[src/hdl/rv_pkg.sv]
package rv_pkg;

    // Data word and register index widths
    parameter int XLEN       = 32;
    parameter int REG_ADDR_W = 5;

    ////////////////////////////////////////////////////////////////////////////
    // Major opcodes of the supported RV32I subset
    ////////////////////////////////////////////////////////////////////////////
    typedef enum logic [6:0] {
        op_reg    = 7'b0110011,
        op_imm    = 7'b0010011,
        op_load   = 7'b0000011,
        op_store  = 7'b0100011,
        op_branch = 7'b1100011
    } opcode_e;

    // ALU operations selected by decode
    typedef enum logic [3:0] {
        alu_add = 4'd0,
        alu_sub = 4'd1,
        alu_and = 4'd2,
        alu_or  = 4'd3,
        alu_xor = 4'd4,
        alu_slt = 4'd5
    } alu_op_e;

endpackage

[src/hdl/id_ex_reg.sv]
`timescale 1ns/1ps

module id_ex_reg (
    input  logic                          clk,
    input  logic                          rst_n,
    input  logic                          flush_i,
    input  logic                          reg_write_i, alu_src_i, branch_i,
    input  logic                          mem_read_i, mem_write_i, mem_to_reg_i,
    input  rv_pkg::alu_op_e               alu_op_i,
    input  logic [rv_pkg::XLEN-1:0]       imm_i, rdata1_i, rdata2_i, pc_i,
    input  logic [rv_pkg::REG_ADDR_W-1:0] rs1_i, rs2_i, rd_i,
    output logic                          reg_write_o, alu_src_o, branch_o,
    output logic                          mem_read_o, mem_write_o, mem_to_reg_o,
    output rv_pkg::alu_op_e               alu_op_o,
    output logic [rv_pkg::XLEN-1:0]       imm_o, rdata1_o, rdata2_o, pc_o,
    output logic [rv_pkg::REG_ADDR_W-1:0] rs1_o, rs2_o, rd_o
);

    // Controls, cleared to a bubble on reset or a taken branch
    always_ff @(posedge clk) begin
        if (rst_n || flush_i) begin
            reg_write_o  <= 1'b0;
            alu_src_o    <= 1'b0;
            branch_o     <= 1'b0;
            mem_read_o   <= 1'b0;
            mem_write_o  <= 1'b0;
            mem_to_reg_o <= 1'b0;
            alu_op_o     <= rv_pkg::alu_add;
        end else begin
            reg_write_o  <= reg_write_i;
            alu_src_o    <= alu_src_i;
            branch_o     <= branch_i;
            mem_read_o   <= mem_read_i;
            mem_write_o  <= mem_write_i;
            mem_to_reg_o <= mem_to_reg_i;
            alu_op_o     <= alu_op_i;
        end
    end

    // Operands and indices
    always_ff @(posedge clk) begin
        imm_o    <= imm_i;
        rdata1_o <= rdata1_i;
        rdata2_o <= rdata2_i;
        pc_o     <= pc_i;
        rs1_o    <= rs1_i;
        rs2_o    <= rs2_i;
        rd_o     <= rd_i;
    end

endmodule

[config.mk]
export PLATFORM = sky130hd
export DESIGN_NAME = id_ex_reg
export DESIGN_NICKNAME = d
export VERILOG_FILES = /design/src/hdl/rv_pkg.sv /design/src/hdl/id_ex_reg.sv
export SDC_FILE = /design/constraint.sdc
export NUM_CORES = 1
export LEC_CHECK = 0
export ABC_CLOCK_PERIOD_IN_PS = 800
export BUFFER_PORTS_ARGS = -buffer_cell sky130_fd_sc_hd__buf_2
export CORE_AREA = 5 5 118 120
export CTS_CLUSTER_DIAMETER = 150
export CTS_CLUSTER_SIZE = 10
export DETAILED_ROUTE_END_ITERATION = 16
export DIE_AREA = 0 0 123 125
export SETUP_SLACK_MARGIN = 0.5
export SYNTH_ARGS = -nofsm -noshare
export SYNTH_HDL_FRONTEND = slang
export SYNTH_SLANG_ARGS = --single-unit
[constraint.sdc]
create_clock -name clk -period 0.8 [get_ports clk]
set_input_delay 0.24 -clock clk [delete_from_list [all_inputs] [get_ports clk]]
set_output_delay 0.24 -clock clk [all_outputs]
set_load 0.1 [all_outputs]
==> metrics.txt <==
post-synth cell types=3; CTS tree=done; die width=123 µm; critical path class=flip-flop to output port; CP Cell Sequence=buf_12; first-pass GRT wire length=16900 µm; unrepaired setup endpoints after global routing=yes; largest net degree at the start of global routing=17; core area=approximately 13000 µm²; placed cell area=between 7000 and 8000 µm²; WP data required=560 ps; outcome=complete, but fails checks; Synth Instances=165; ant diodes=0; clock sink count=153; Seq cells post-synth=around 150; Post-DRT Antenna Nets=0; CP arrival=940 ps; setup tns final=-55360 ps; Final nets=646; drt first pass iters=3; Period minus WS final=1180 ps; headroom to the max-slew limit=88.0%; Synth Area per Inst=19.5 µm²; delay of the slowest cell on the worst path=350 ps; Ys Warns=0; Peak VDD IR=~1400 µV; post-synthesis cell area=3210 µm²; worst hold start=pc_i[31]; Buf/Inv on CP=1; Worst Setup End Kind=output port; Final Cell Area=around 8400 µm²; cell family with most CP delay=flip-flops; antenna violations before repair=0; Synthesized Nets=around 320; GPL Wtd Cong=0.802; Worst setup SP type=flip-flop; Pwr per Cell Area=around 2500 nW/µm²; Max Freq=849 MHz; Final Max Slew Viols=0; Max Cap Viol=0; Setup WS post-layout=-378 ps; DRT Wirelength=11500 µm; vias per cell=3.59; Top-Level Pins=around 300; Initial Util=24.9%; die area=15400 µm²; Die Y=125 µm; Reg clk slew, reported paths=60 ps; Pleak=3.71 nW; via count=2440; root buf cell=clkbuf_16; DRC=0; DR WL/cell=16.9 µm; worst hold-check path type=input pin to flip-flop; post-synth top area cell=dfxtp_1; Fin. Hold Viols=143; worst hold path depth=1; placed wire-length estimate=9890 µm; port bufs=308; # H-tree levels=4; CP max stage cell=dfxtp_4; share of cells above drive strength 1=99.4%; # setup viols final=153; Slew @ Worst Pin=180 ps; Synth area leaders=dfxtp_1, nor3b_2, buf_6; post-synth top area share=95.4%; CTS max path bufs=2; hold-critical path endpoint=pc_o[31]$_DFF_P_; failing checks=hold timing, setup timing; final period utilization=147%; sequential share of the synthesized area=95.4%; gr ovfl total=0; row count=between 40 and 50; Layout Area Growth over Synthesis=163%; commonest cells after routing, fill and taps aside=buf_2, buf_12, dfxtp_4, clkbuf_16, nor3b_2; DRT iter0 DRCs=74; CTS buffer count=17; vias in the first global route=2928; Total GRT Usage=between 10% and 20%; Min Hold Slack=-74.8 ps; Max FO, Critical Path=1
## layer usage
layer / global-route usage [%] / up-vias / wire length [µm] / part of all wire [%]
li1: - / 1171 / - / -
met1: 13.6 / 1094 / 3470 / 30
met2: 28.3 / 153 / 6510 / 57
met3: 6.59 / 22 / 1180 / 10
met4: 8.14 / 0 / 335 / 2.9
met5: 0 / - / 0 / 0
## repair_timing
| action | CTS | global route |
|---|---|---|
| hold endpoints to repair | 143 | 143 |
| pin swaps | 0 | 1 |
| buffers inserted | 0 | 0 |
| setup endpoints to repair | 154 | 162 |
| gates resized for setup | 1 | 2 |
## power breakdown
part	internal, mW	total, mW	switching (mW)
Combinational	1.80	5.07	3.28
Clock	5.19	8.11	2.92
Sequential	7.82	8.15	0.330
## worst max path at each step
stage / start / cells after the start / endpoint
final: pc_o[4]$_DFF_P_ / 1 / pc_o[4]
after global routing: rdata2_o[17]$_DFF_P_ / 1 / rdata2_o[17]
after CTS: rdata2_o[17]$_DFF_P_ / 1 / rdata2_o[17]
after detailed placement: pc_o[4]$_DFF_P_ / 1 / pc_o[4]
after global placement: imm_o[19]$_DFF_P_ / 1 / imm_o[19]
after floorplan: alu_op_o[0]$_SDFF_PP0_ / 0 / alu_op_o[0]
## state kept, by name, summed over array words and instances (netlist names)
signal / flops
mem_to_reg_o: 1
rdata2_o: 32
rd_o: 5
reg_write_o: 1
rs2_o: 5
mem_write_o: 1
alu_src_o: 1
imm_o: 32
pc_o: 32
rdata1_o: 32
rs1_o: 5
branch_o: 1
alu_op_o: 4
mem_read_o: 1
## kinds of logic (layout without fill, tap and decap cells)
family	count (synthesis)	after routing	share of synthesized area [%]
flops	153	153	95.4
simple gates	10	10	3.90
buf+inv	2	340	0.701
## final cells by class
type	instances	area, µm²
fill	874	4440
clock inverter	13	178
multi-input combinational	10	125
clock buffer	19	433
tap	176	220
timing repair buffer	308	3840
sequential	153	3630
## cell usage after synthesis, drive strengths merged
library cell and count:
dfxtp 153, nor3b 10, buf 2
## metrics by stage
| step | power [mW] | cells | worst slack, ps | hold slack (ps) | utilization [%] |
|---|---|---|---|---|---|
| final | 21.3 | 679 | -378 | -74.8 | 65.5 |
| after global routing | 22.1 | 679 | -415 | -102 | 65.5 |
| after CTS | 21.6 | 679 | -406 | -100 | 65.5 |
| after detailed placement | 13.4 | 647 | 47.6 | 343 | 60.7 |
| after global placement | 13.4 | 647 | 55.5 | 342 | 60.7 |
| after floorplan | 11.1 | 165 | -65.8 | 268 | - |
(Power assumes the default switching activity.)
