<file path="src/hdl/rv_pkg.sv">
package rv_pkg;

    // Data word and register index widths
    parameter int XLEN       = 32;
    parameter int REG_ADDR_W = 5;

    ////////////////////////////////////////////////////////////////////////////
    // Major opcodes of the supported RV32I subset
    ////////////////////////////////////////////////////////////////////////////
    typedef enum logic [6:0] {
        op_reg    = 7'b0110011,
        op_imm    = 7'b0010011,
        op_load   = 7'b0000011,
        op_store  = 7'b0100011,
        op_branch = 7'b1100011
    } opcode_e;

    // ALU operations selected by decode
    typedef enum logic [3:0] {
        alu_add = 4'd0,
        alu_sub = 4'd1,
        alu_and = 4'd2,
        alu_or  = 4'd3,
        alu_xor = 4'd4,
        alu_slt = 4'd5
    } alu_op_e;

endpackage

</file>
<file path="src/hdl/decode_unit.sv">
`timescale 1ns/1ps

module decode_unit (
    input  logic                          clk,
    input  logic                          rst_n,
    input  logic [rv_pkg::XLEN-1:0]       if_pc_i,
    input  logic [rv_pkg::XLEN-1:0]       if_instr_i,
    input  logic                          ex_mem_read_i,
    input  logic [rv_pkg::REG_ADDR_W-1:0] ex_rd_i,
    input  logic                          wb_reg_write_i,
    input  logic [rv_pkg::REG_ADDR_W-1:0] wb_rd_i,
    input  logic [rv_pkg::XLEN-1:0]       wb_data_i,
    output logic                          reg_write_o, alu_src_o, branch_o,
    output logic                          mem_read_o, mem_write_o, mem_to_reg_o,
    output rv_pkg::alu_op_e               alu_op_o,
    output logic [rv_pkg::XLEN-1:0]       imm_o, rdata1_o, rdata2_o, pc_o,
    output logic [rv_pkg::REG_ADDR_W-1:0] rs1_o, rs2_o, rd_o,
    output logic                          load_use_stall_o
);

    logic [rv_pkg::XLEN-1:0] regs [0:31];
    rv_pkg::opcode_e         opcode;
    logic [2:0]              funct3;
    logic [6:0]              funct7;
    logic [rv_pkg::XLEN-1:0] imm_i_type, imm_s_type, imm_b_type;
    logic                    supported;
    logic                    writes_rd;

    assign opcode = rv_pkg::opcode_e'(if_instr_i[6:0]);
    assign funct3 = if_instr_i[14:12];
    assign funct7 = if_instr_i[31:25];
    assign rd_o   = if_instr_i[11:7];
    assign rs1_o  = if_instr_i[19:15];
    assign rs2_o  = if_instr_i[24:20];
    assign pc_o   = if_pc_i;

    assign imm_i_type = {{20{if_instr_i[31]}}, if_instr_i[31:20]};
    assign imm_s_type = {{20{if_instr_i[31]}}, if_instr_i[31:25], if_instr_i[11:7]};
    assign imm_b_type = {{19{if_instr_i[31]}}, if_instr_i[31], if_instr_i[7],
                         if_instr_i[30:25], if_instr_i[11:8], 1'b0};

    ////////////////////////////////////////////////////////////////////////////
    // Control decode
    ////////////////////////////////////////////////////////////////////////////
    always_comb begin
        supported    = 1'b1;
        writes_rd    = 1'b0;
        alu_src_o    = 1'b0;
        branch_o     = 1'b0;
        mem_read_o   = 1'b0;
        mem_write_o  = 1'b0;
        mem_to_reg_o = 1'b0;
        alu_op_o     = rv_pkg::alu_add;
        imm_o        = imm_i_type;
        case (opcode)
            rv_pkg::op_reg: begin
                writes_rd = 1'b1;
                case ({funct7, funct3})
                    {7'b0000000, 3'b000}: alu_op_o = rv_pkg::alu_add;
                    {7'b0100000, 3'b000}: alu_op_o = rv_pkg::alu_sub;
                    {7'b0000000, 3'b111}: alu_op_o = rv_pkg::alu_and;
                    {7'b0000000, 3'b110}: alu_op_o = rv_pkg::alu_or;
                    {7'b0000000, 3'b100}: alu_op_o = rv_pkg::alu_xor;
                    {7'b0000000, 3'b010}: alu_op_o = rv_pkg::alu_slt;
                    default: supported = 1'b0;
                endcase
            end
            rv_pkg::op_imm: begin
                // addi only
                writes_rd = 1'b1;
                alu_src_o = 1'b1;
                supported = (funct3 == 3'b000);
            end
            rv_pkg::op_load: begin
                writes_rd    = 1'b1;
                alu_src_o    = 1'b1;
                mem_read_o   = 1'b1;
                mem_to_reg_o = 1'b1;
                supported    = (funct3 == 3'b010);
            end
            rv_pkg::op_store: begin
                alu_src_o   = 1'b1;
                mem_write_o = 1'b1;
                imm_o       = imm_s_type;
                supported   = (funct3 == 3'b010);
            end
            rv_pkg::op_branch: begin
                branch_o  = 1'b1;
                imm_o     = imm_b_type;
                supported = (funct3 == 3'b000);
            end
            default: supported = 1'b0;
        endcase

        // Bubble on unknown words and on a load-use stall
        if (!supported || load_use_stall_o) begin
            writes_rd    = 1'b0;
            alu_src_o    = 1'b0;
            branch_o     = 1'b0;
            mem_read_o   = 1'b0;
            mem_write_o  = 1'b0;
            mem_to_reg_o = 1'b0;
            alu_op_o     = rv_pkg::alu_add;
        end
        reg_write_o = writes_rd && (rd_o != '0);
    end

    // Load in EX feeding the instruction now in ID
    assign load_use_stall_o = ex_mem_read_i && (ex_rd_i != '0) &&
                              ((ex_rd_i == rs1_o) || (ex_rd_i == rs2_o));

    ////////////////////////////////////////////////////////////////////////////
    // Register file
    ////////////////////////////////////////////////////////////////////////////
    always_ff @(posedge clk) begin
        if (rst_n) begin
            for (int i = 0; i < 32; i++) begin
                regs[i] <= '0;
            end
        end else if (wb_reg_write_i && (wb_rd_i != '0)) begin
            regs[wb_rd_i] <= wb_data_i;
        end
    end

    // Write-first, same-cycle writeback is seen by the read
    assign rdata1_o = (rs1_o == '0) ? '0 :
                      (wb_reg_write_i && (wb_rd_i == rs1_o)) ? wb_data_i : regs[rs1_o];
    assign rdata2_o = (rs2_o == '0) ? '0 :
                      (wb_reg_write_i && (wb_rd_i == rs2_o)) ? wb_data_i : regs[rs2_o];

endmodule

</file>
<file path="config.mk">
export PLATFORM = sky130hd
export DESIGN_NAME = decode_unit
export DESIGN_NICKNAME = d
export VERILOG_FILES = /design/src/hdl/rv_pkg.sv /design/src/hdl/decode_unit.sv
export SDC_FILE = /design/constraint.sdc
export NUM_CORES = 2
export LEC_CHECK = 0
export BUFFER_PORTS_ARGS = -buffer_cell sky130_fd_sc_hd__buf_2
export CORE_UTILIZATION = 35
export DETAILED_ROUTE_END_ITERATION = 10
export PLACE_DENSITY = 0.51
export SYNTH_ARGS = -nofsm -noshare
export SYNTH_HDL_FRONTEND = slang
export SYNTH_SLANG_ARGS = --single-unit
</file>
<file path="constraint.sdc">
create_clock -name clk -period 4.55 [get_ports clk]
set_clock_uncertainty 0.1 [all_clocks]
set_input_delay 0.455 -clock clk [delete_from_list [all_inputs] [get_ports clk]]
set_output_delay 0.455 -clock clk [all_outputs]
set_load 0.01 [all_outputs]
</file>
==> results_dict.tcl <==
set metrics [dict create \
    outcome "completed" \
    n_fill_cell 14520 \
    synth_top_area_frac 0.5482 \
    hold_class "input pin to flop" \
    grt_pass1_wl_mm 310.9 \
    syn_area_per_cell_um2 13.90 \
    yosysTopAreaCell "edfxtp_1" \
    fp.dieArea_um2 161900 \
    grt_use_total 0.2785 \
    grt.overflow.total 0 \
    nets 4175 \
    num_rows 146 \
    die_h_um 402.3 \
    place_ws_ns 0.6188 \
    largest_register_ffs 1024 \
    slew_viol_final 0 \
    crit_fanout 32 \
    placement.io_buffers 198 \
    post_cts_buffers 0 \
    vias 37830 \
    fin_hold_ws_ns 0.1311 \
    final_cell_mix "edfxtp_1, and2_1, mux2i_1" \
    required_ns 3.99 \
    dr.first_iter.drc_count 5151 \
    ir_drop_mv 0.2968 \
    reg_top3 "regs (1024)" \
    grt_max_degree 93 \
    setup_viol 0 \
    netlist_instances 4034 \
    hold_viol 0 \
    maxCapViolCount 0 \
    fin_ws_ns 0.5525 \
    ant_nets 0 \
    synth_async_sr_flop_share 0 \
    synthFlopType "edfxtp_1" \
    dpl_cell_area_um2 59750 \
    holdBufCountCts 0 \
    firstDrtPassIters 6 \
    worstPathArrival_ns 3.44 \
    ys.warnings.count 0 \
    htreeDepth 3 \
    post_cts_resized 0 \
    routed_wl_mm 229.0 \
    period_needed_ns 3.997 \
    drive_above_1_share 0.2344 \
    critical_path_class "input pin to output pin" \
    slew_headroom 0.07106 \
    post_drt_wl_per_cell_um 36.69 \
    antenna_found_initial 20 \
    tightest_slew_ns 1.390 \
    layout.cells.non_filler 6242 \
    synthesis.area_um2 56090 \
    area_delta_synth_final_pct 12.96 \
    yosys_register_bits 1024 \
    final_cell_area_um2 63360 \
    start_util 0.3534 \
    die-width_um 402.3 \
    cts_buffers 114 \
    cts_tree "done" \
    p_per_area_nw_per_um2 371.5 \
    first_global_vias 36600 \
    p_leak_nw 22.50 \
    regMostFlops "regs" \
    post-place-cells 6021 \
    fmax_ghz 0.2502 \
    cts_buffer_depth 3 \
    cts_sinks 1024 \
    synth_edf_count 1024 \
    core-area_um2 158700 \
    ioPinCount 264 \
    mostFrequentLayoutCell "edfxtp_1" \
    dp_hpwl_mm 133.8 \
    setup_tns_ns 0 \
    yosysUniqueCellTypes 47 \
    drc 0 \
    clkTransAtPathRegs_ns 0.07 \
    rsz0062_at_grt "false" \
    via_per_inst 6.061 \
    period_share 0.8786 \
    synthTopCellsByArea "edfxtp_1, mux4_2, and2_1, mux2i_1, clkbuf_1" \
    synth_seq_area_share 0.5482 \
    routabilityCongestion 0.8349 \
    cts-root-buf "clkbuf_16" \
    startpoint_type "input pin" \
    end_kind "output pin" \
]
## cells by family (layout without fill, tap and decap cells)
family                    Yosys count  after routing  share of synthesized area
AOI/OAI and AO/OA                 566            566                    0.07611
xor gates and xnor gates           21             21                   0.003279
buffers and inverters             503            597                    0.04236
DFF                              1024           1024                     0.5482
muxes                             705            705                     0.1996
other                               1             43                 0.00006685
and+or+nand+nor                  1214           1214                     0.1304
## path summary, 6_finish.rpt
kind / startpoint / end / slack (ns) / depth (start not counted)
hold / removal: rst_n / regs[0][31] / 0.13 / 1
setup / recovery: if_instr_i[22] / rdata2_o[11] / 0.55 / 9
## through the flow
stage / total power [W] / utilization
6_report: 0.02354 / 0.3991
5_1_grt: 0.02407 / 0.3990
4_1_cts: 0.02358 / 0.3990
3_5_place_dp: 0.01446 / 0.3764
3_3_place_gp: 0.01444 / 0.3764
2_1_floorplan: 0.01308 / -
## synth_stat cells, types with 4 or more instances
| cell type | instances |
|---|---|
| nand3_1 | 6 |
| buf_4 | 96 |
| nor4_1 | 6 |
| buf_2 | 84 |
| a211oi_1 | 40 |
| o221ai_1 | 27 |
| or3b_2 | 5 |
| or2_2 | 33 |
| o22a_1 | 31 |
| a32o_1 | 25 |
| a221o_1 | 36 |
| mux2i_1 | 365 |
| a22o_1 | 15 |
| buf_1 | 18 |
| o22ai_1 | 32 |
| a221oi_1 | 93 |
| o21ai_0 | 34 |
| a22oi_1 | 81 |
| nor2_1 | 44 |
| nor3b_1 | 4 |
| o21bai_1 | 31 |
| mux2_2 | 10 |
| mux4_2 | 330 |
| nand3b_1 | 5 |
| nand2_1 | 74 |
| clkbuf_1 | 299 |
| a21boi_0 | 31 |
| nor3_1 | 10 |
| and2_1 | 995 |
| xor2_1 | 14 |
| xnor2_1 | 7 |
| nand4_1 | 8 |
| edfxtp_1 | 1024 |
| nor2b_1 | 13 |
| a21oi_1 | 86 |
## critical path: stages
cell      delay, ns
buf_4          0.30
buf_4          0.61
nor2_4         0.11
buf_4          0.31
a221oi_1       0.52
a22oi_1        0.12
a21oi_1        0.61
a221o_1        0.20
buf_2          0.12
## report_power, final
group | switching [W] | internal, W
combinational | 0.00195 | 0.00120
clock | 0.00412 | 0.00512
sequential | 0.000259 | 0.0109
total | 0.00633 | 0.0172
## area by class of cell
class | count | area (um^2) | area share
well taps | 2072 | 2592 | 0.04092
clock buffers | 132 | 2942 | 0.04643
diodes | 10 | 25.02 | 0.0003950
flip-flops and latches | 1024 | 30750 | 0.4853
repair buffers | 383 | 2994 | 0.04726
inverters | 3 | 13.76 | 0.0002172
multi-input cells | 2539 | 23400 | 0.3693
clock inverters | 79 | 641.9 | 0.01013
## per-layer routing
| metal | vias to the layer above | global-route usage | wire, um |
|---|---|---|---|
| li1 | 15450 | - | - |
| met1 | 19840 | 0.3778 | 92250 |
| met2 | 2169 | 0.4475 | 107500 |
| met3 | 377 | 0.04682 | 20840 |
| met4 | 4 | 0.1033 | 8443 |
| met5 | - | 0 | 25 |
No activity file was read; power rests on OpenSTA's default activity.
