### src/hdl/rv_pkg.sv
package rv_pkg;

    // Data word and register index widths
    parameter int XLEN       = 32;
    parameter int REG_ADDR_W = 5;

    ////////////////////////////////////////////////////////////////////////////
    // Major opcodes of the supported RV32I subset
    ////////////////////////////////////////////////////////////////////////////
    typedef enum logic [6:0] {
        op_reg    = 7'b0110011,
        op_imm    = 7'b0010011,
        op_load   = 7'b0000011,
        op_store  = 7'b0100011,
        op_branch = 7'b1100011
    } opcode_e;

    // ALU operations selected by decode
    typedef enum logic [3:0] {
        alu_add = 4'd0,
        alu_sub = 4'd1,
        alu_and = 4'd2,
        alu_or  = 4'd3,
        alu_xor = 4'd4,
        alu_slt = 4'd5
    } alu_op_e;

endpackage

### src/hdl/execute_unit.sv
`timescale 1ns/1ps

module execute_unit (
    input  logic                          clk,
    input  logic                          rst_n,
    input  logic                          ex_reg_write_i, ex_alu_src_i, ex_branch_i,
    input  logic                          ex_mem_read_i, ex_mem_write_i, ex_mem_to_reg_i,
    input  rv_pkg::alu_op_e               ex_alu_op_i,
    input  logic [rv_pkg::XLEN-1:0]       ex_imm_i, ex_rdata1_i, ex_rdata2_i, ex_pc_i,
    input  logic [rv_pkg::REG_ADDR_W-1:0] ex_rs1_i, ex_rs2_i, ex_rd_i,
    input  logic                          wb_reg_write_i,
    input  logic [rv_pkg::REG_ADDR_W-1:0] wb_rd_i,
    input  logic [rv_pkg::XLEN-1:0]       wb_data_i,
    output logic                          branch_taken_o,
    output logic [rv_pkg::XLEN-1:0]       branch_target_o,
    output logic                          mem_reg_write_o, mem_read_o,
    output logic                          mem_write_o, mem_to_reg_o,
    output logic [rv_pkg::REG_ADDR_W-1:0] mem_rd_o,
    output logic [rv_pkg::XLEN-1:0]       mem_alu_result_o, mem_store_data_o
);

    logic                    fwd_mem_a, fwd_mem_b, fwd_wb_a, fwd_wb_b;
    logic [rv_pkg::XLEN-1:0] op_a, op_b, alu_b, alu_result;

    ////////////////////////////////////////////////////////////////////////////
    // Forwarding, EX/MEM first, x0 never
    ////////////////////////////////////////////////////////////////////////////
    assign fwd_mem_a = mem_reg_write_o && (mem_rd_o != '0) && (mem_rd_o == ex_rs1_i);
    assign fwd_mem_b = mem_reg_write_o && (mem_rd_o != '0) && (mem_rd_o == ex_rs2_i);
    assign fwd_wb_a  = wb_reg_write_i && (wb_rd_i != '0) && (wb_rd_i == ex_rs1_i);
    assign fwd_wb_b  = wb_reg_write_i && (wb_rd_i != '0) && (wb_rd_i == ex_rs2_i);

    assign op_a  = fwd_mem_a ? mem_alu_result_o : fwd_wb_a ? wb_data_i : ex_rdata1_i;
    assign op_b  = fwd_mem_b ? mem_alu_result_o : fwd_wb_b ? wb_data_i : ex_rdata2_i;
    assign alu_b = ex_alu_src_i ? ex_imm_i : op_b;

    always_comb begin
        alu_result = '0;
        case (ex_alu_op_i)
            rv_pkg::alu_add: alu_result = op_a + alu_b;
            rv_pkg::alu_sub: alu_result = op_a - alu_b;
            rv_pkg::alu_and: alu_result = op_a & alu_b;
            rv_pkg::alu_or:  alu_result = op_a | alu_b;
            rv_pkg::alu_xor: alu_result = op_a ^ alu_b;
            rv_pkg::alu_slt: alu_result[0] = $signed(op_a) < $signed(alu_b);
            default:         alu_result = op_a + alu_b;
        endcase
    end

    // beq resolves here, target is pc plus B immediate
    assign branch_taken_o  = ex_branch_i && (op_a == op_b);
    assign branch_target_o = ex_pc_i + ex_imm_i;

    ////////////////////////////////////////////////////////////////////////////
    // EX/MEM register
    ////////////////////////////////////////////////////////////////////////////
    always_ff @(posedge clk) begin
        if (rst_n) begin
            mem_reg_write_o <= 1'b0;
            mem_read_o      <= 1'b0;
            mem_write_o     <= 1'b0;
            mem_to_reg_o    <= 1'b0;
        end else begin
            mem_reg_write_o <= ex_reg_write_i;
            mem_read_o      <= ex_mem_read_i;
            mem_write_o     <= ex_mem_write_i;
            mem_to_reg_o    <= ex_mem_to_reg_i;
        end
    end

    // Store data takes the forwarded rs2
    always_ff @(posedge clk) begin
        mem_rd_o         <= ex_rd_i;
        mem_alu_result_o <= alu_result;
        mem_store_data_o <= op_b;
    end

endmodule

### config.mk
export PLATFORM = sky130hd
export DESIGN_NAME = execute_unit
export DESIGN_NICKNAME = d
export VERILOG_FILES = /design/src/hdl/rv_pkg.sv /design/src/hdl/execute_unit.sv
export SDC_FILE = /design/constraint.sdc
export NUM_CORES = 1
export LEC_CHECK = 0
export ABC_AREA = 1
export BUFFER_PORTS_ARGS = -buffer_cell sky130_fd_sc_hd__buf_2
export CAP_MARGIN = 25
export CORE_ASPECT_RATIO = 2
export CORE_UTILIZATION = 25
export DETAILED_ROUTE_END_ITERATION = 8
export SETUP_SLACK_MARGIN = 0.4
export SYNTH_ARGS = -nofsm -noshare
export SYNTH_HDL_FRONTEND = slang
export SYNTH_SLANG_ARGS = --single-unit
### constraint.sdc
create_clock -name clk -period 3.3 [get_ports clk]
set_input_delay 0.165 -clock clk [delete_from_list [all_inputs] [get_ports clk]]
set_output_delay 0.165 -clock clk [all_outputs]
set_load 0.01 [all_outputs]
==> results of run 1 <==
-- metrics by stage --
| stage | setup TNS, ns | setup slack (ns) | total power [mW] |
|---|---|---|---|
| 2_1_floorplan | 0 | 0.3080 | 2.886 |
| 3_3_place_gp | -5.184 | -0.4871 | 4.714 |
| 3_5_place_dp | -5.429 | -0.4896 | 4.713 |
| 4_1_cts | -1.033 | -0.1553 | 5.975 |
| 5_1_grt | -5.305 | -0.3702 | 6.543 |
| 6_report | -1.731 | -0.2036 | 6.181 |
-- registers in the layout, indices dropped and copies added, names as in the netlist --
signal and flops:
mem_alu_result_o 32, mem_store_data_o 32, mem_rd_o 5, mem_read_o 1
mem_reg_write_o 1, mem_to_reg_o 1, mem_write_o 1
-- what timing repair did --
item | in CTS | in global routing
resized for setup | 168 | 149
pin swaps | 23 | 25
endpoints found under the hold margin | 9 | 0
gates cloned | 1 | 3
hold buffers | 9 | 0
setup buffers | 27 | 11
setup endpoints to repair | 32 | 37
-- cells in the final DEF (no fill, tap or decap), drive strengths merged, types with 3 or more instances in the layout --
| master | n |
|---|---|
| o211ai | 5 |
| clkbuf | 12 |
| nand3 | 182 |
| ha | 127 |
| nand4 | 10 |
| o21a | 5 |
| clkinv | 7 |
| xnor2 | 18 |
| dfxtp | 73 |
| a21oi | 155 |
| xor2 | 42 |
| a31oi | 14 |
| dlygate4sd3 | 9 |
| a21boi | 8 |
| inv | 340 |
| o21ai | 163 |
| a21o | 15 |
| a221oi | 22 |
| nor4 | 6 |
| nor3 | 15 |
| or2 | 41 |
| buf | 753 |
| o22ai | 18 |
| fa | 3 |
| o21bai | 10 |
| nor2 | 202 |
| nand2 | 590 |
-- routing by layer --
metal	vias up	global-route usage	share of wire
met5	-	0	0
met4	0	0.2063	0.090
met3	245	0.02519	0.049
met2	675	0.4833	0.51
met1	7658	0.2585	0.35
li1	8361	-	-
-- cells by family after synthesis --
kind of cell	count (synthesis)	synth area share
AO/OA/AOI/OAI	425	0.1985
XOR/XNOR	60	0.04305
flip-flops	73	0.1197
buffers and inverters	420	0.1403
adder cells (fa/ha/maj)	130	0.1351
AND/OR/NAND/NOR	1050	0.3633
-- worst max-delay path: cells and delay by family (launching register included) --
kind	cells	cell delay [ns]
AO/OA/AOI/OAI	6	0.76
XOR/XNOR	1	0.11
adder cells (fa/ha/maj)	2	0.41
buffers and inverters	5	0.53
flip-flops	1	0.39
AND/OR/NAND/NOR	12	1.14
-- where the power goes --
part           total, mW  internal [mW]  switching, mW
combinational       4.00           1.73           2.26
sequential          1.19           1.02          0.166
clock              0.997          0.508          0.489
total               6.18           3.26           2.92
-- synth_stat cells (all sizes together) --
library cell,count,area (um2)
nor4,6,37.54
inv,340,1276
dfxtp,73,1461
clkbuf,34,128.9
o21bai,10,75.07
or2,41,256.5
o31ai,2,15.01
o22ai,18,112.6
nor3b,1,7.510
nor2b,1,6.260
o21a,5,37.54
o2111ai,1,8.760
xnor2,18,157.7
o221ai,2,17.52
fa,3,60.06
xor2,42,367.9
nand3,182,920.9
o211ai,5,37.54
a21boi,8,60.06
nand4,10,62.56
nor2,202,775.8
a32oi,1,8.760
nor3,15,86.34
ha,127,1589
buf,44,295.3
a21o,15,112.6
nand2,590,2267
o311ai,2,17.52
a31oi,14,93.84
clkinv,2,12.51
a21oi,155,787.0
a221oi,22,192.7
o21ai,163,830.8
a211oi,2,15.01
and3,1,6.260
nand3b,1,7.510
-- layout make-up --
class / count / area, um2 / share of cell area
clock buffer: 9 / 225.2 / 0.01146
clock inverter: 7 / 46.29 / 0.002356
inverter: 342 / 1309 / 0.06661
multi-input combinational: 1665 / 10400 / 0.5291
sequential: 73 / 1475 / 0.07508
tap: 638 / 798.3 / 0.04063
timing repair buffer: 765 / 5398 / 0.2747
-- worst max path at each step --
stage                             start                      endpoint  depth (start not counted)
finish              mem_rd_o[1]$_DFF_P_  mem_alu_result_o[30]$_DFF_P_                         26
global route        mem_rd_o[1]$_DFF_P_  mem_alu_result_o[30]$_DFF_P_                         26
CTS                 mem_rd_o[0]$_DFF_P_  mem_alu_result_o[30]$_DFF_P_                         20
detailed placement           wb_rd_i[0]   mem_alu_result_o[0]$_DFF_P_                         23
global placement             wb_rd_i[0]   mem_alu_result_o[0]$_DFF_P_                         23
floorplan           mem_rd_o[1]$_DFF_P_  mem_alu_result_o[22]$_DFF_P_                         25
==> key figures, run 1 <==
Status
  • Status: finished, violations left
  • Failing checks: negative setup slack

Detailed routing
  • Vias: 16,940
  • Wirelength, routed: 66,520 um
  • TritonRoute pass-1 iters: 7
  • Vias per std cell: 4.841
  • Drc violations: 0
  • WL per Instance: 19.01 um
  • Final ANT Viol Nets: 0
  • Initial DRC Count: 941

Yosys
  • Synth Warn #: 0
  • Synth Cell Area: 12,210 um2
  • Syn Inst Count: 2,158
  • Syn_area_per_cell: 5.656 um2
  • Synth cell types: 54
  • Net count after synthesis: 2,481
  • Post-synthesis sequential area ratio: 0.1197
  • #FFs+latches synth: 73

Clocking
  • Worst-path clk slew: 0.07 ns
  • Root buffer cell: clkbuf_16
  • Clock sinks: 73
  • Clock buffer depth: 2
  • CTS tree: built
  • H-tree depth: 3
  • CTS Buf Count: 9
  • Later-pin clock latency in the skew report: 0.38 ns

Worst setup path
  • Worst R2R End: mem_alu_result_o[30]$_DFF_P_
  • Internal reg-to-reg setup slack: -0.20 ns
  • Setup crit end kind: register
  • CP Max Fanout: 11
  • Crit path DAT: 3.76 ns
  • Worst EP required: 3.55 ns
  • Worst stage delay on the critical path: 0.39 ns
  • RR Startpoint: mem_rd_o[1]$_DFF_P_
  • Crit path kind: reg -> reg
  • Startpoint Class: register
  • Worst R2R Path Depth: 26
  • Crit-path slowest cell: dfxtp_4

STA
  • Worst setup margin: -0.2036 ns
  • Max-Slew Margin vs Limit: 0.3474
  • Final Max Tran Viols: 0
  • Tmin final: 3.504 ns
  • Worst hold slack: 0.001308 ns
  • Highest Clock Rate: 0.2854 GHz
  • Period Utilization, post-route: 1.062
  • Final number of setup-violating endpoints: 17
  • Clock Skew: 0.01546 ns
  • Hold Vio Cnt, Final: 0
  • RSZ-0062 raised after global routing: yes
  • Worst-Margin Slew: 0.9790 ns

Die
  • Die Area: 49,760 um2
  • Core Rows: 114
  • Area of the core region: 48,210 um2
  • Die W: 158.2 um
  • I/O pin count: 299
  • Die H: 314.5 um
  • Initial Util: 0.2532

Placed design
  • # port buffers: 298
  • Placer's final routability congestion estimate: 1.024
  • Post-DP HPWL: 55,420 um
  • Post-DP Area: 17,720 um2
  • Cells after DPL: 3,432

Global routing
  • Initial antenna violation count: 0
  • Largest net degree at the start of global routing: 33
  • Total global routing overflow: 0
  • Gr usage total: 0.2604
  • Vias in the first global route: 16,930
  • Global-route wire length before repair: 95,280 um

Cells and area
  • Core Util, Final: 0.4075
  • Share of cells above drive strength 1: 0.3939
  • Area Overhead vs Synth: 60.97%
  • Design area: 19,650 um2
  • Layout fillers: 5,276
  • Ant. Diodes: 0
  • Final net count: 3,179
  • Final Instance Count excl. Fillers: 3,499

Power and ir drop
  • Peak VDD IR: 0.2857 mV
  • Power per cell area: 314.6 nW/um2
  • Leakage Power: 10.55 nW

Min path
  • Hold Path Origin: rst_n
  • Hold path cells: 2
  • Worst Hold Path EP: mem_reg_write_o$_SDFF_PP0_
  • Worst min path class: in -> reg

Job
  • Max-Cap Viols: 0
(Power assumes the default switching activity.)
==> run 2, diff against run 1 <==
--- a/config.mk
+++ b/config.mk
@@ -5,12 +5,11 @@
 export SDC_FILE = /design/constraint.sdc
 export NUM_CORES = 1
 export LEC_CHECK = 0
-export ABC_AREA = 1
-export BUFFER_PORTS_ARGS = -buffer_cell sky130_fd_sc_hd__buf_2
 export CAP_MARGIN = 25
 export CORE_ASPECT_RATIO = 2
 export CORE_UTILIZATION = 25
 export DETAILED_ROUTE_END_ITERATION = 8
+export DONT_BUFFER_PORTS = 1
 export SETUP_SLACK_MARGIN = 0.4
 export SYNTH_ARGS = -nofsm -noshare
 export SYNTH_HDL_FRONTEND = slang
==> key figures, run 2 <==
Yosys
  • Top post-synthesis cells by area: ha_1 (16%), dfxtp_1 (14%), mux2i_1 (6.4%)
  • Synth Cell Area: 10,250 um2
  • Post-synth top cells: ha_1 (127), inv_1 (113), nand2_1 (109)
  • EDFF count, synth: 0
  • Post-synthesis sequential area ratio: 0.1426
  • Synth cell types: 81
  • Syn_area_per_cell: 7.700 um2
  • Yosys top cell area share: 0.1550
  • Synth area leader: ha_1
  • Syn Inst Count: 1,331
  • #FFs+latches synth: 73
  • Synth Warn #: 0
  • Asr flop ratio synth: 0
  • Most frequent cell after synthesis: ha_1
  • Ys flop type: dfxtp_1
  • Net count after synthesis: 1,654

Global routing
  • Largest net degree at the start of global routing: 75
  • Vias in the first global route: 12,290
  • Global-route wire length before repair: 76,150 um
  • Initial antenna violation count: 2
  • Total global routing overflow: 0
  • Gr usage total: 0.2450

Job
  • Max-Cap Viols: 0

Power and ir drop
  • Combinational fraction of design power: 0.566
  • Peak VDD IR: 0.2771 mV
  • Clk network pwr share: 0.222
  • Power per cell area: 364.9 nW/um2
  • Leakage Power: 6.486 nW
  • Int Pwr: 3.212 mW
  • Sw frac: 0.4139
  • Register share of total power: 0.212
  • Psw: 2.268 mW

STA
  • RSZ-0062 raised after global routing: yes
  • Tmin final: 4.427 ns
  • Final Max Tran Viols: 0
  • Worst setup margin: -1.127 ns
  • Period Utilization, post-route: 1.342
  • Max-Slew Margin vs Limit: 0.4000
  • Worst-Margin Slew: 0.9000 ns
  • Final number of setup-violating endpoints: 29
  • Highest Clock Rate: 0.2259 GHz
  • Clock Skew: 0.01390 ns
  • Hold Vio Cnt, Final: 0

Die
  • Core Rows: 104
  • Initial Util: 0.2541
  • Die H: 288.3 um
  • Area of the core region: 40,340 um2
  • I/O pin count: 299
  • Die W: 145.2 um
  • Die Area: 41,860 um2

Cells and area
  • Multi-input gate area: 8987 um2
  • Biggest registers after layout: mem_alu_result_o (32), mem_store_data_o (32), mem_rd_o (5)
  • Final net count: 1,986
  • Share of cells above drive strength 1: 0.3519
  • Leading cell type in the layout, fill and taps excluded: buf_4
  • Commonest cells after routing, fill and taps aside: buf_4 (358), ha_1 (111), inv_1 (107)
  • Core Util, Final: 0.3724
  • Layout fillers: 4,153
  • Area Overhead vs Synth: 46.56%
  • Register area: 1473 um2

Detailed routing
  • Vias per std cell: 5.467
  • Drc violations: 0
  • Final ANT Viol Nets: 0
  • Wirelength, routed: 52,970 um
  • Initial DRC Count: 745
  • WL per Instance: 24.09 um
  • TritonRoute pass-1 iters: 5
  • Vias: 12,020

Min path
  • Hold Path Origin: ex_alu_op_i[0]
  • Worst min path class: in -> reg

Clocking
  • CTS tree: built
  • Root buffer cell: clkbuf_16
  • Worst-path clk slew: 0.07 ns
  • Later-pin clock latency in the skew report: 0.38 ns
  • CTS Buf Count: 9
  • Clock buffer depth: 2
  • H-tree depth: 3
  • Clock sinks: 73

Placed design
  • Post-DP HPWL: 43,040 um
  • # port buffers: 0
  • Worst slack at placement: -1.329 ns
  • Placer's final routability congestion estimate: 0.9639

Worst setup path
  • Startpoint Class: register
  • Crit path kind: reg -> reg
  • Crit path DAT: 4.72 ns
  • CP Max Fanout: 5
  • CP startpoint: mem_rd_o[4]$_DFF_P_
  • Setup crit end kind: register
  • RR Startpoint: mem_rd_o[4]$_DFF_P_
  • Worst EP required: 3.59 ns

Status
  • Status: finished, violations left
  • Failing checks: negative setup slack
-- run 2: changes by cell type after synthesis, moves of 56 or more --
| cell | before | now |
|---|---|---|
| nand2_1 | 573 | 109 |
| inv_1 | 331 | 113 |
| nand3_1 | 180 | 15 |
| nor2_1 | 199 | 70 |
| o21ai_0 | 146 | 62 |
| mux2i_1 | 0 | 66 |
| a21oi_1 | 152 | 96 |
-- run 2: power by group through the flow --
stage	clock network [mW]	registers, mW	logic, mW
2_1_floorplan	0	1.16	1.52
3_3_place_gp	0	1.17	2.75
3_5_place_dp	0	1.17	2.78
4_1_cts	1.23	1.16	2.98
5_1_grt	1.25	1.17	3.29
6_report	1.22	1.16	3.10
-- run 2: area by class of cell --
| type | count | share of cell area |
|---|---|---|
| clock inverters | 5 | 0.006914 |
| flip-flops and latches | 73 | 0.09804 |
| well taps | 530 | 0.04415 |
| repair buffers | 392 | 0.2080 |
| diodes | 1 | 0.0001666 |
| inverters | 113 | 0.02824 |
| clock buffers | 11 | 0.01616 |
| multi-input cells | 1074 | 0.5983 |
-- run 2: worst max-delay path, stage by stage, from the launching register on --
cell and delay (ns):
dfxtp_4 0.35, or4_4 0.55, nor2_4 0.17, buf_6 0.12
nor4_4 0.04, buf_12 0.16, buf_6 0.12, o21ai_4 0.12
buf_6 0.13, ha_4 0.13, inv_2 0.03, fa_2 0.33
nand2b_4 0.16, a21oi_4 0.13, o211ai_1 0.10, buf_4 0.16
o21bai_4 0.18, a41o_1 0.24, o41ai_2 0.08, buf_4 0.15
buf_6 0.11, or2_4 0.26, a2111o_1 0.42, o311ai_1 0.09
-- run 2: final timing paths --
kind / endpoint / slack, ns / cells past startpoint
min: mem_alu_result_o[10]$_DFF_P_ / 0.04 / 2
min reg2reg: mem_store_data_o[2]$_DFF_P_ / 0.61 / 3
max: mem_alu_result_o[28]$_DFF_P_ / -1.13 / 23
max reg2reg: mem_alu_result_o[28]$_DFF_P_ / -1.13 / 23
-- run 2: kinds of logic (layout without fill, tap and decap cells) --
family / after synthesis / count (layout) / share of synthesized area
AOI/OAI and AO/OA: 474 / 474 / 0.3163
and+or+nand+nor: 289 / 289 / 0.1373
DFF: 73 / 73 / 0.1426
adders and majority gates: 130 / 130 / 0.1609
muxes: 99 / 99 / 0.1007
xor gates and xnor gates: 82 / 82 / 0.07008
other: 0 / 1 / 0
buffers and inverters: 184 / 521 / 0.07203
-- run 2: what timing repair did --
item	in CTS	in global routing
setup endpoints to repair	37	39
endpoints found under the hold margin	10	0
pin swaps	35	24
hold buffers	12	0
gates resized for setup	103	39
setup buffers	21	7
-- run 2: routing by layer --
| layer | track usage | share of wire | vias to the layer above |
|---|---|---|---|
| li1 | - | - | 5548 |
| met1 | 0.2309 | 0.33 | 5809 |
| met2 | 0.4756 | 0.53 | 486 |
| met3 | 0.04408 | 0.060 | 174 |
| met4 | 0.1700 | 0.070 | 4 |
| met5 | 0 | 0.00043 | - |
-- run 2: metrics by stage --
step	hold WS, ns	setup TNS [ns]	power, mW	cell area [um2]	cells
final	0.04296	-23.06	5.481	15020	2199
after detailed placement	0.1928	-27.91	3.948	13640	2142
after floorplan	0.1927	-12.43	2.685	10640	1331
after CTS	0.007651	-20.78	5.364	14770	2191
after global routing	0.02535	-26.29	5.716	15020	2198
after global placement	0.1928	-37.35	3.921	13630	2141
==> run 3, diff against run 2 <==
--- a/config.mk
+++ b/config.mk
@@ -5,11 +5,12 @@
 export SDC_FILE = /design/constraint.sdc
 export NUM_CORES = 1
 export LEC_CHECK = 0
+export BUFFER_PORTS_ARGS = -buffer_cell sky130_fd_sc_hd__buf_2
 export CAP_MARGIN = 25
 export CORE_ASPECT_RATIO = 2
 export CORE_UTILIZATION = 25
 export DETAILED_ROUTE_END_ITERATION = 8
-export DONT_BUFFER_PORTS = 1
+export PLACE_DENSITY = 0.52
 export SETUP_SLACK_MARGIN = 0.4
 export SYNTH_ARGS = -nofsm -noshare
 export SYNTH_HDL_FRONTEND = slang
==> key figures, run 3 (same netlist as run 2, synthesis figures left out) <==
Status
  • Status: finished, violations left
  • Failing checks: negative setup slack

Global routing
  • Total global routing overflow: 0
  • Vias in the first global route: 13,540
  • Gr usage total: 0.2515
  • Largest net degree at the start of global routing: 42
  • Global-route wire length before repair: 79,560 um
  • Initial antenna violation count: 3

Placed design
  • Post-DP HPWL: 45,230 um
  • # port buffers: 298
  • Cells after DPL: 2,461
  • Placer's final routability congestion estimate: 1.009
  • Worst slack at placement: -1.362 ns
  • Post-DP Area: 15,340 um2

STA
  • Highest Clock Rate: 0.2188 GHz
  • Clock Skew: 0.01563 ns
  • Period Utilization, post-route: 1.385
  • Worst-Margin Slew: 0.7455 ns
  • Final Max Tran Viols: 0
  • RSZ-0062 raised after global routing: yes
  • Hold Vio Cnt, Final: 0
  • Final number of setup-violating endpoints: 31
  • Max-Slew Margin vs Limit: 0.5025
  • Worst setup margin: -1.271 ns
  • Tmin final: 4.571 ns

Cells and area
  • Final net count: 2,318
  • Final Instance Count excl. Fillers: 2,531
  • Register area: 1474 um2
  • Commonest cells after routing, fill and taps aside: buf_4 (377), buf_2 (295), nand2_1 (103), inv_1 (103), ha_1 (103)
  • Leading cell type in the layout, fill and taps excluded: buf_4
  • Area Overhead vs Synth: 67.85%
  • Layout fillers: 4,064
  • Biggest registers after layout: mem_alu_result_o (32), mem_store_data_o (32), mem_rd_o (5)
  • Design area: 17,200 um2
  • Multi-input gate area: 9289 um2
  • Share of cells above drive strength 1: 0.4850

Detailed routing
  • Initial DRC Count: 679
  • Final ANT Viol Nets: 0
  • Wirelength, routed: 54,880 um
  • WL per Instance: 21.68 um
  • Vias per std cell: 5.202
  • TritonRoute pass-1 iters: 5
  • Vias: 13,170
  • Drc violations: 0

Worst setup path
  • CP top delay family: compound AO/OA/AOI/OAI gates
  • CP Max Fanout: 7
  • Worst EP required: 3.56 ns
  • Cells along the critical path: buf_6 > or4_4 > nor2_4 > nor4_4 > buf_12 > clkbuf_16 > buf_8 > nand2_1 > o21ai_2 > mux2_4 > ha_4 > and4_4 > a21bo_4 > o211ai_1 > buf_4 > a31oi_4 > o221a_4 > o41ai_4 > o2111ai_1 > mux2i_1 > o21ai_1
  • Crit path kind: reg -> reg
  • Worst stage delay on the critical path: 0.49 ns
  • Setup crit end kind: register
  • Crit path DAT: 4.83 ns
  • Buf/Inv on CP: 5
  • Crit-path slowest cell: or4_4
  • Startpoint Class: register

Clocking
  • Root buffer cell: clkbuf_16
  • CTS tree: built
  • Clock sinks: 73
  • Clock buffer depth: 2
  • Worst-path clk slew: 0.07 ns
  • H-tree depth: 3
  • Later-pin clock latency in the skew report: 0.38 ns
  • CTS Buf Count: 9

Min path
  • Worst min path class: in -> reg

Job
  • Max-Cap Viols: 0

Die
  • Die Area: 41,860 um2
  • Die H: 288.3 um
  • Die W: 145.2 um
  • Core Rows: 104
  • Area of the core region: 40,340 um2
  • Initial Util: 0.2541
  • I/O pin count: 299

Power and ir drop
  • Power per cell area: 341.3 nW/um2
  • Peak VDD IR: 0.2391 mV
  • Leakage Power: 7.926 nW
run 3: path summary, 6_finish.rpt:
check                                             startpoint                            to  slack [ns]  depth (start not counted)
worst max register to register           mem_rd_o[4]$_DFF_P_  mem_alu_result_o[31]$_DFF_P_       -1.27                         21
worst max-delay path                     mem_rd_o[4]$_DFF_P_  mem_alu_result_o[31]$_DFF_P_       -1.27                         21
worst min-delay path                          ex_reg_write_i    mem_reg_write_o$_SDFF_PP0_        0.02                          2
worst min register to register  mem_alu_result_o[31]$_DFF_P_  mem_store_data_o[31]$_DFF_P_        0.57                          2
run 3: metal layers:
layer | up-vias | global-route usage | part of all wire
met5 | - | 0 | 0
met4 | 0 | 0.1708 | 0.069
met3 | 158 | 0.02638 | 0.043
met2 | 505 | 0.4829 | 0.53
met1 | 6290 | 0.2542 | 0.36
li1 | 6213 | - | -
run 3: repair_timing:
action,4_1_cts,5_1_grt
setup endpoints to repair,39,38
resized for setup,100,138
pin swaps,31,104
cloned,0,2
endpoints found under the hold margin,9,0
hold buffers,6,0
buffers inserted,9,36
run 3: metrics by stage:
| stage | utilization | hold slack (ns) | TNS (ns) | power (mW) |
|---|---|---|---|---|
| final | 0.4265 | 0.02092 | -27.60 | 5.871 |
| after global routing | 0.4265 | 0.02216 | -30.82 | 6.167 |
| after CTS | 0.4041 | 0.008057 | -24.60 | 5.624 |
| after detailed placement | 0.3804 | 0.2724 | -28.55 | 4.327 |
| after global placement | 0.3804 | 0.2688 | -28.13 | 4.313 |
| after floorplan | - | 0.1927 | -12.43 | 2.685 |
run 3: power by group:
| part | internal [mW] | switching [mW] | leakage [nW] |
|---|---|---|---|
| registers | 1.01 | 0.121 | 0.616 |
| logic | 1.75 | 1.90 | 7.16 |
| clock network | 0.595 | 0.494 | 0.148 |
| total | 3.36 | 2.51 | 7.93 |
run 3: final cells by class:
type | count | share of cell area
antenna | 1 | 0.0001455
inverter | 113 | 0.02509
timing repair buffer | 724 | 0.2930
multi-input combinational | 1074 | 0.5400
tap | 530 | 0.03855
clock buffer | 9 | 0.01309
clock inverter | 7 | 0.004509
sequential | 73 | 0.08568
run 3: worst register-to-register path: stages, from the launching register on:
cell	delay, ns
dfxtp_4	0.35
buf_6	0.11
or4_4	0.49
nor2_4	0.17
nor4_4	0.06
buf_12	0.16
clkbuf_16	0.17
buf_8	0.13
nand2_1	0.07
o21ai_2	0.06
mux2_4	0.29
ha_4	0.28
and4_4	0.23
a21bo_4	0.24
o211ai_1	0.37
buf_4	0.20
a31oi_4	0.10
o221a_4	0.29
o41ai_4	0.28
o2111ai_1	0.18
mux2i_1	0.17
o21ai_1	0.08
